## src/source/rv_pipe_pkg.sv

```systemverilog
package rv_pipe_pkg;

  // Number of bits in an architectural register number from x0 to x31
  localparam int REG_ADDR_W = 5;

  typedef logic [REG_ADDR_W-1:0] reg_addr_t;

  // Stage in which an instruction's result is produced
  // ALU results exist at the end of EX, the others only later
  typedef enum logic [1:0] {
    RES_ALU = 2'd0,
    RES_LD  = 2'd1,
    RES_CSR = 2'd2,
    RES_M   = 2'd3
  } res_src_e;

  // PC selection driven by the instruction in EX
  typedef enum logic {
    PC_SEL_SEQ      = 1'b0,
    PC_SEL_REDIRECT = 1'b1
  } pc_sel_e;

  // Data memory timing
  // SRAM returns load data inside MEM, BRAM hands it over one stage later in WB
  typedef enum logic {
    MEM_TYPE_SRAM = 1'b0,
    MEM_TYPE_BRAM = 1'b1
  } mem_type_e;

  // Where an ID operand is taken from
  typedef enum logic [1:0] {
    FWD_NONE = 2'd0,
    FWD_MEM  = 2'd1,
    FWD_WB   = 2'd2
  } fwd_sel_e;

  // Instruction descriptor carried through the stage registers
  // Only control information travels here, no operand data
  typedef struct packed {
    logic       valid;
    logic [7:0] tag;
    reg_addr_t  rs1;
    reg_addr_t  rs2;
    reg_addr_t  rd;
    logic       rs1_used;
    logic       rs2_used;
    logic       reg_write;
    logic       is_ld;
    logic       is_csr;
    logic       is_m;
    res_src_e   res_src;
    // Taken jump or branch, resolved in EX
    logic       redir;
    // Branch misprediction, resolved in MEM
    logic       mispred;
  } instr_desc_t;

endpackage

```

## src/source/rv_stage_reg.sv

```systemverilog
`timescale 1ns/1ns

// One pipeline stage register for instruction descriptors
// Priority is reset, then flush, then hold, then load
module rv_stage_reg (
  input  logic                     clk,
  input  logic                     reset,
  input  logic                     hold,
  input  logic                     bubble_in,
  input  logic                     flush,
  input  rv_pipe_pkg::instr_desc_t d,
  output rv_pipe_pkg::instr_desc_t q
);

  import rv_pipe_pkg::*;

  logic        valid_q;
  instr_desc_t payload_q;

  // Only the valid bit is control state
  // A flush turns the slot into a bubble even when the stage is held
  always_ff @(posedge clk) begin
    if (reset) begin
      valid_q <= 1'b0;
    end else if (flush) begin
      valid_q <= 1'b0;
    end else if (!hold) begin
      // A bubble request drops the incoming instruction at this edge
      valid_q <= d.valid && !bubble_in;
    end
  end

  // The payload follows the input whenever the stage advances
  always_ff @(posedge clk) begin
    if (!hold) begin
      payload_q <= d;
    end
  end

  always_comb begin
    q       = payload_q;
    q.valid = valid_q;
  end

endmodule

```

## src/source/rv_id_stage.sv

```systemverilog
`timescale 1ns/1ns

// IF/ID register
// It captures the descriptor offered by the instruction source and keeps it
// for as long as a data hazard or a memory wait blocks issue
// The source holds its offer for the same cycles, driven by the stall output
module rv_id_stage (
  input  logic                     clk,
  input  logic                     reset,
  input  logic                     mem_wait,
  input  logic                     data_hazard_id,
  input  logic                     if_id_flush,
  input  rv_pipe_pkg::instr_desc_t in_instr,
  output rv_pipe_pkg::instr_desc_t id_instr
);

  logic id_hold;

  // ID keeps its instruction both on a data stall and while frozen
  // The bubble for a data stall is inserted one stage later, at ID/EX
  assign id_hold = data_hazard_id || mem_wait;

  // A redirect or mispredict makes the fetched instruction wrong-path,
  // and the flush wins over the hold
  rv_stage_reg if_id_reg_i (
    .clk       (clk),
    .reset     (reset),
    .hold      (id_hold),
    .bubble_in (1'b0),
    .flush     (if_id_flush),
    .d         (in_instr),
    .q         (id_instr)
  );

endmodule

```

## src/source/rv_hazard_ctrl.sv

```systemverilog
`timescale 1ns/1ns

// Central hazard control for the ID, EX, MEM, WB pipeline
// Read-after-write hazards between the ID sources and the destinations of
// EX, MEM and WB are detected here and turned into a stall of ID
// Control flow changes from EX (taken redirect) and MEM (mispredict) are
// turned into flush strobes for IF/ID, ID/EX and EX/MEM
module rv_hazard_ctrl #(
  parameter int                     FWD         = 1,
  parameter int                     FWD_REGFILE = 0,
  parameter rv_pipe_pkg::mem_type_e MEM_TYPE    = rv_pipe_pkg::MEM_TYPE_SRAM
) (
  input  rv_pipe_pkg::instr_desc_t id_instr,
  input  rv_pipe_pkg::instr_desc_t ex_instr,
  input  rv_pipe_pkg::instr_desc_t mem_instr,
  input  rv_pipe_pkg::instr_desc_t wb_instr,
  input  logic                     mem_wait,
  output logic                     data_hazard_id,
  output logic                     if_id_flush,
  output logic                     id_ex_flush,
  output logic                     ex_mem_flush
);

  import rv_pipe_pkg::*;

  // True when the producer will write the register that the consumer reads
  // Writes to x0 are discarded, so they never create a dependency
  function automatic logic dest_hit(input instr_desc_t prod, input reg_addr_t rs,
                                    input logic used);
    return used && prod.valid && prod.reg_write && (prod.rd != '0) && (prod.rd == rs);
  endfunction

  logic ex_hazard_rs1;
  logic ex_hazard_rs2;
  logic ex_hazard;
  logic mem_hazard_rs1;
  logic mem_hazard_rs2;
  logic mem_hazard;
  logic wb_hazard;

  // Dependencies of the ID sources on the instruction in EX
  assign ex_hazard_rs1 = dest_hit(ex_instr, id_instr.rs1, id_instr.rs1_used);
  assign ex_hazard_rs2 = dest_hit(ex_instr, id_instr.rs2, id_instr.rs2_used);
  assign ex_hazard     = ex_hazard_rs1 || ex_hazard_rs2;

  // Dependencies on the instruction in MEM
  assign mem_hazard_rs1 = dest_hit(mem_instr, id_instr.rs1, id_instr.rs1_used);
  assign mem_hazard_rs2 = dest_hit(mem_instr, id_instr.rs2, id_instr.rs2_used);
  assign mem_hazard     = mem_hazard_rs1 || mem_hazard_rs2;

  // A register file with internal write-through hands the WB result to ID
  // in the same cycle, so WB never blocks in that case
  if (FWD_REGFILE != 0) begin : g_wb_regfile_fwd
    assign wb_hazard = 1'b0;
  end else begin : g_wb_hazard
    logic wb_hazard_rs1;
    logic wb_hazard_rs2;

    assign wb_hazard_rs1 = dest_hit(wb_instr, id_instr.rs1, id_instr.rs1_used);
    assign wb_hazard_rs2 = dest_hit(wb_instr, id_instr.rs2, id_instr.rs2_used);
    assign wb_hazard     = wb_hazard_rs1 || wb_hazard_rs2;
  end

  // Control flow changes
  // A taken redirect is acted on while its instruction sits in EX
  pc_sel_e pc_sel;
  logic    pc_redir;
  logic    redir_valid_mem;
  logic    control_flush;

  assign pc_sel = (ex_instr.valid && ex_instr.redir) ? PC_SEL_REDIRECT : PC_SEL_SEQ;
  assign pc_redir = (pc_sel == PC_SEL_REDIRECT);

  // A mispredict is only known once the branch has reached MEM
  assign redir_valid_mem = mem_instr.valid && mem_instr.mispred;

  // Either event squashes the younger instruction in ID, so a stall caused
  // by it would only block the redirect
  assign control_flush = pc_redir || redir_valid_mem;

  if (FWD != 0) begin : g_fwd
    // With forwarding only the results that are not yet available stall
    logic late_ex;
    logic late_mem;

    // Loads, CSR reads and M results never exist by the end of EX
    assign late_ex = ex_instr.is_ld || ex_instr.is_csr || ex_instr.is_m;

    if (MEM_TYPE == MEM_TYPE_BRAM) begin : g_bram
      // BRAM load data only shows up in WB, so a load in MEM must wait too
      assign late_mem = mem_instr.is_ld || mem_instr.is_csr || mem_instr.is_m;
    end else begin : g_sram
      // SRAM load data is ready in MEM and goes through the MEM path
      assign late_mem = mem_instr.is_csr || mem_instr.is_m;
    end

    assign data_hazard_id = ((late_ex && ex_hazard) || (late_mem && mem_hazard) ||
                             wb_hazard) && !control_flush;
  end else begin : g_no_fwd
    // Without forwarding every pending write to a source register stalls
    assign data_hazard_id = (ex_hazard || mem_hazard || wb_hazard) && !control_flush;
  end

  // The instruction in IF/ID is on the wrong path for both kinds of change
  assign if_id_flush = pc_redir || redir_valid_mem;

  // The EX redirect keeps ID/EX while frozen, since the redirecting
  // instruction itself is still there and cannot move to MEM yet
  // A mispredict in MEM always makes the instruction in ID/EX wrong-path
  assign id_ex_flush = (pc_redir && !mem_wait) || redir_valid_mem;

  // While frozen the older instruction in MEM cannot leave for WB,
  // so EX/MEM is cleared only on a cycle that advances
  assign ex_mem_flush = redir_valid_mem && !mem_wait;

endmodule

```

## src/source/rv_fwd_id.sv

```systemverilog
`timescale 1ns/1ns

// Forwarding source selection for the two ID operands
// MEM is preferred over WB because it holds the younger write
module rv_fwd_id #(
  parameter rv_pipe_pkg::mem_type_e MEM_TYPE = rv_pipe_pkg::MEM_TYPE_SRAM
) (
  input  rv_pipe_pkg::instr_desc_t id_instr,
  input  rv_pipe_pkg::instr_desc_t mem_instr,
  input  rv_pipe_pkg::instr_desc_t wb_instr,
  output rv_pipe_pkg::fwd_sel_e    fwd_rs1,
  output rv_pipe_pkg::fwd_sel_e    fwd_rs2
);

  import rv_pipe_pkg::*;

  // True when the producer writes the given nonzero source register
  function automatic logic writes_src(input instr_desc_t prod, input reg_addr_t rs,
                                      input logic used);
    return used && (rs != '0) && prod.valid && prod.reg_write && (prod.rd == rs);
  endfunction

  // Picks the operand source for one register
  function automatic fwd_sel_e pick_src(input logic mem_hit, input logic wb_hit);
    fwd_sel_e sel;
    if (mem_hit) begin
      sel = FWD_MEM;
    end else if (wb_hit) begin
      sel = FWD_WB;
    end else begin
      sel = FWD_NONE;
    end
    return sel;
  endfunction

  logic mem_ready;

  // ALU results are always ready in MEM
  if (MEM_TYPE == MEM_TYPE_SRAM) begin : g_sram
    // SRAM load data arrives inside MEM, so it can be forwarded from there
    assign mem_ready = (mem_instr.res_src == RES_ALU) || (mem_instr.res_src == RES_LD);
  end else begin : g_bram
    assign mem_ready = (mem_instr.res_src == RES_ALU);
  end

  always_comb begin
    fwd_rs1 = pick_src(mem_ready && writes_src(mem_instr, id_instr.rs1, id_instr.rs1_used),
                       writes_src(wb_instr, id_instr.rs1, id_instr.rs1_used));
    fwd_rs2 = pick_src(mem_ready && writes_src(mem_instr, id_instr.rs2, id_instr.rs2_used),
                       writes_src(wb_instr, id_instr.rs2, id_instr.rs2_used));
  end

endmodule

```

## src/source/rv_pipe_top.sv

```systemverilog
`timescale 1ns/1ns

// Top level of the pipeline control subsystem
// Descriptors move ID -> EX -> MEM -> WB under the control of the hazard unit
module rv_pipe_top #(
  parameter int                     FWD         = 1,
  parameter int                     FWD_REGFILE = 0,
  parameter rv_pipe_pkg::mem_type_e MEM_TYPE    = rv_pipe_pkg::MEM_TYPE_BRAM
) (
  input  logic                     clk,
  input  logic                     reset,
  input  logic                     mem_wait,
  input  rv_pipe_pkg::instr_desc_t in_instr,
  output logic                     stall,
  output logic                     redirect,
  output rv_pipe_pkg::instr_desc_t wb_instr,
  output rv_pipe_pkg::fwd_sel_e    fwd_rs1,
  output rv_pipe_pkg::fwd_sel_e    fwd_rs2
);

  import rv_pipe_pkg::*;

  instr_desc_t id_instr;
  instr_desc_t ex_instr;
  instr_desc_t mem_instr;

  logic data_hazard_id;
  logic if_id_flush;
  logic id_ex_flush;
  logic ex_mem_flush;

  // IF/ID register that holds under a data stall or a memory wait
  rv_id_stage id_stage_i (
    .clk            (clk),
    .reset          (reset),
    .mem_wait       (mem_wait),
    .data_hazard_id (data_hazard_id),
    .if_id_flush    (if_id_flush),
    .in_instr       (in_instr),
    .id_instr       (id_instr)
  );

  // ID/EX gets a bubble while ID waits on a data hazard
  rv_stage_reg id_ex_reg_i (
    .clk       (clk),
    .reset     (reset),
    .hold      (mem_wait),
    .bubble_in (data_hazard_id),
    .flush     (id_ex_flush),
    .d         (id_instr),
    .q         (ex_instr)
  );

  rv_stage_reg ex_mem_reg_i (
    .clk       (clk),
    .reset     (reset),
    .hold      (mem_wait),
    .bubble_in (1'b0),
    .flush     (ex_mem_flush),
    .d         (ex_instr),
    .q         (mem_instr)
  );

  // The upstream stages stay frozen during a memory wait while WB drains
  // to a bubble, so the instruction in MEM retires exactly once afterwards
  rv_stage_reg mem_wb_reg_i (
    .clk       (clk),
    .reset     (reset),
    .hold      (1'b0),
    .bubble_in (mem_wait),
    .flush     (1'b0),
    .d         (mem_instr),
    .q         (wb_instr)
  );

  rv_hazard_ctrl #(
    .FWD         (FWD),
    .FWD_REGFILE (FWD_REGFILE),
    .MEM_TYPE    (MEM_TYPE)
  ) hazard_ctrl_i (
    .id_instr       (id_instr),
    .ex_instr       (ex_instr),
    .mem_instr      (mem_instr),
    .wb_instr       (wb_instr),
    .mem_wait       (mem_wait),
    .data_hazard_id (data_hazard_id),
    .if_id_flush    (if_id_flush),
    .id_ex_flush    (id_ex_flush),
    .ex_mem_flush   (ex_mem_flush)
  );

  rv_fwd_id #(
    .MEM_TYPE (MEM_TYPE)
  ) fwd_id_i (
    .id_instr  (id_instr),
    .mem_instr (mem_instr),
    .wb_instr  (wb_instr),
    .fwd_rs1   (fwd_rs1),
    .fwd_rs2   (fwd_rs2)
  );

  // The source must keep offering the same instruction while ID is stalled
  assign stall = data_hazard_id;

  // Every IF/ID flush is a change of fetch direction
  assign redirect = if_id_flush;

endmodule

```

## config.mk

```make
export PLATFORM = sky130hd
export DESIGN_NAME = rv_pipe_top
export DESIGN_NICKNAME = d
export VERILOG_FILES = /design/src/source/rv_pipe_pkg.sv /design/src/source/rv_stage_reg.sv /design/src/source/rv_id_stage.sv /design/src/source/rv_hazard_ctrl.sv /design/src/source/rv_fwd_id.sv /design/src/source/rv_pipe_top.sv
export SDC_FILE = /design/constraint.sdc
export NUM_CORES = 1
export LEC_CHECK = 0
export ABC_AREA = 1
export BUFFER_PORTS_ARGS = -buffer_cell sky130_fd_sc_hd__buf_2
export CAP_MARGIN = 10
export CELL_PAD_IN_SITES_DETAIL_PLACEMENT = 0
export CELL_PAD_IN_SITES_GLOBAL_PLACEMENT = 1
export CORE_UTILIZATION = 45
export CTS_CLUSTER_DIAMETER = 60
export DETAILED_ROUTE_END_ITERATION = 16
export PLACE_DENSITY_LB_ADDON = 0.05
export SYNTH_ARGS = -nofsm -noshare
export SYNTH_HDL_FRONTEND = slang
export SYNTH_HIERARCHICAL = 1
export SYNTH_SLANG_ARGS = --single-unit
```

## constraint.sdc

```tcl
create_clock -name clk -period 5 [get_ports clk]
set_input_delay 0.5 -clock clk [delete_from_list [all_inputs] [get_ports clk]]
set_output_delay 0.5 -clock clk [all_outputs]
set_load 0.1 [all_outputs]
```

==> impl_metrics.json <==
{
  "crit_chain": "inv_2, nand2_1, nand2_1, nor2_1, nand3_1, nand2_1, nand2_1, nand3_1, nand2_1, inv_1, inv_1, nand2_1, inv_1, buf_4",
  "dr.pass1.iters": 5,
  "rsz0062_at_grt": "no",
  "numClockSinks": 136,
  "seq_area_frac_synth": 0.760,
  "drtIter0Drc": 218,
  "status": "complete, no violations",
  "power.share.switching": 0.245,
  "grt_pass1_wl_mm": 16.1,
  "finalNetCount": 586,
  "boundaryPins": 77,
  "seqPwrFrac": 0.478,
  "pwr-share-clk": 0.439,
  "utilization": 0.566,
  "worst_ep_arrival_time_ns": 2.98,
  "die_h_um": 111,
  "worstSetupPathType": "flop to flop",
  "path_buf_inv": 5,
  "setup.worst_path.end_class": "flop",
  "fin_setup_tns_ns": 0,
  "period_needed_ns": 2.86,
  "timing.fmax_mhz": 350,
  "cts_setup_buffers": 0,
  "drv_cap": 0,
  "slew_headroom": 0.243,
  "syn_area_per_cell_um2": 11.8,
  "setup_viol": 0,
  "worst_pin_slew_ns": 1.13,
  "grt-ovfl-total": 0,
  "fin_cells": 703,
  "synth_warnings": 6,
  "combPwrFrac": 0.083,
  "hold_slack_ns": 0.263,
  "place.gp.congestion": 0.943,
  "rr_startpoint": "id_stage_i/if_id_reg_i/q[21]",
  "wirelength_mm": 10.1,
  "min_period_over_period": 0.572,
  "cts_buffers": 17,
  "cp_data_required_time_ns": 5.12,
  "die_w_um": 111,
  "die_area_um2": 12300,
  "synth-edff-count": 132,
  "cts_root_buf": "clkbuf_16",
  "hp-class": "primary input to flop",
  "coreArea_um2": 11500,
  "htreeDepth": 4,
  "cp-start-kind": "flop",
  "power.density_nw_per_um2": 441,
  "p_switching_mw": 0.701,
  "clkTransAtPathRegs_ns": 0.06,
  "post_drt_via_cell_ratio": 4.70,
  "dpl.cell_count": 673,
  "clkLatencyLatePin_ns": 0.41,
  "slowest_delay_ns": 0.82,
  "port_buffers": 76,
  "cts_tree": "built",
  "synth-seq-cells": 136,
  "holdCritStartpoint": "in_instr[7]",
  "ys.flop_type": "edfxtp_1",
  "synthTopCellsByCount": "nand2_1 (156), edfxtp_1 (132), inv_1 (47), nor2_1 (39), nand3_1 (22)",
  "detailed_place_hpwl_mm": 6.87,
  "synth_area_leaders": "edfxtp_1 (74%), nand2_1 (11%), inv_1 (3.3%)",
  "grt_usage": 0.175,
  "p_int_mw": 2.16,
  "ir_drop_mv": 0.278,
  "num_vias": 3306,
  "fin_area_um2": 6480,
  "hold_violations": 0,
  "synth_cell_types": 17,
  "p_leak_nw": 2.82,
  "yosys.area.top_type_share": 0.745,
  "synthArstFlopShare": 0,
  "syn_to_final_growth_pct": 21.9,
  "ant_nets": 0,
  "grt_max_degree": 34,
  "cp_max_fo": 27,
  "antenna_found_initial": 0,
  "yosysTopAreaCell": "edfxtp_1",
  "start_util": 0.464,
  "cp_slowest_cell": "inv_1",
  "crit_start": "id_stage_i/if_id_reg_i/q[21]",
  "drc": 0,
  "cp_top_family": "buffers and inverters",
  "rows": 39,
  "fin_worst_skew_ns": 0.0119,
  "synth.most_common_cell": "nand2_1",
  "placed_area_um2": 5890,
  "cts_resized": 0,
  "cts_hold_buf": 0,
  "drive_gt1_frac": 0.238,
  "slew_violations": 0,
  "avgRoutedWirePerCell_um": 14.3,
  "clock_path_buffers": 2,
  "grt_pass1_vias": 3194,
  "postSynthCellCount": 451,
  "synth_area_um2": 5320,
  "cp_common_cell": "nand2_1",
  "antenna_cells": 0
}
==> cell type report <==
class,count,area (µm²)
inverter,65,244
clock buffer,17,425
tap,143,179
fill,964,4980
timing repair buffer,79,403
multi-input combinational,250,1020
clock inverter,13,171
sequential,136,4040
==> placed cells by master (no fill, tap or decap), drive strengths merged <==
master | synthesis | layout
nand2 | 157 | 157
edfxtp | 132 | 132
buf | 4 | 79
inv | 65 | 69
nor2 | 44 | 44
nand3 | 22 | 22
clkbuf | 0 | 17
a21oi | 10 | 10
conb | 2 | 6
nor3 | 5 | 5
dfxtp | 4 | 4
clkinv | 0 | 4
bufinv | 0 | 3
clkinvlp | 0 | 2
nand4 | 2 | 2
o21bai | 2 | 2
xor2 | 1 | 1
o21ai | 1 | 1
==> metal layers <==
layer  up-vias  wire length (µm)  GRT usage  part of all wire
met4         0               253     0.0924             0.025
li1       1669                 -          -                 -
met5         -                 0          0                 0
met3        17               470     0.0361             0.047
met2       114              4640      0.275              0.46
met1      1506              4690      0.231              0.47
==> worst reg2reg max path, delay by kind of cell, from the launching register on <==
kind / cells / cell delay (ns)
buffers and inverters: 5 / 1.39
DFF: 1 / 0.58
and+or+nand+nor: 9 / 0.59
==> through the flow <==
stage | worst slack (ns) | total power [mW]
detailed placement | 2.12 | 1.63
global placement | 2.10 | 1.62
CTS | 2.11 | 2.88
global route | 1.85 | 2.96
finish | 2.14 | 2.86
floorplan | 1.73 | 1.56
==> logic make-up (layout without fill, tap and decap cells) <==
family / after synthesis / count (layout) / share of synthesized area
AOI/OAI and AO/OA: 13 / 13 / 0.0132
xor gates and xnor gates: 1 / 1 / 0.00165
buffers and inverters: 69 / 174 / 0.0515
DFF: 136 / 136 / 0.760
other: 2 / 6 / 0.00141
and+or+nand+nor: 230 / 230 / 0.172
==> registers in the layout (all words and copies together), names as in the netlist <==
signal,count
id_ex_reg_i/valid_q,1
mem_wb_reg_i/q,33
mem_wb_reg_i/valid_q,1
id_stage_i/if_id_reg_i/valid_q,1
id_ex_reg_i/q,33
id_stage_i/if_id_reg_i/q,33
ex_mem_reg_i/q,33
ex_mem_reg_i/valid_q,1
==> power by group through the flow <==
stage               registers [mW]  logic [mW]  clock network (mW)
floorplan                     1.48      0.0830                   0
global route                  1.37       0.255                1.33
CTS                           1.37       0.236                1.28
detailed placement            1.39       0.236                   0
global placement              1.39       0.236                   0
finish                        1.37       0.236                1.26
==> worst paths after layout <==
kind              slack, ns  depth (start not counted)                            to
setup reg to reg       2.14                         14  id_stage_i/if_id_reg_i/q[27]
setup / recovery       2.14                         14  id_stage_i/if_id_reg_i/q[27]
hold reg to reg        0.42                          0            mem_wb_reg_i/q[32]
hold / removal         0.26                          1   id_stage_i/if_id_reg_i/q[7]
Note: power is estimated with default switching activity, not from simulation.
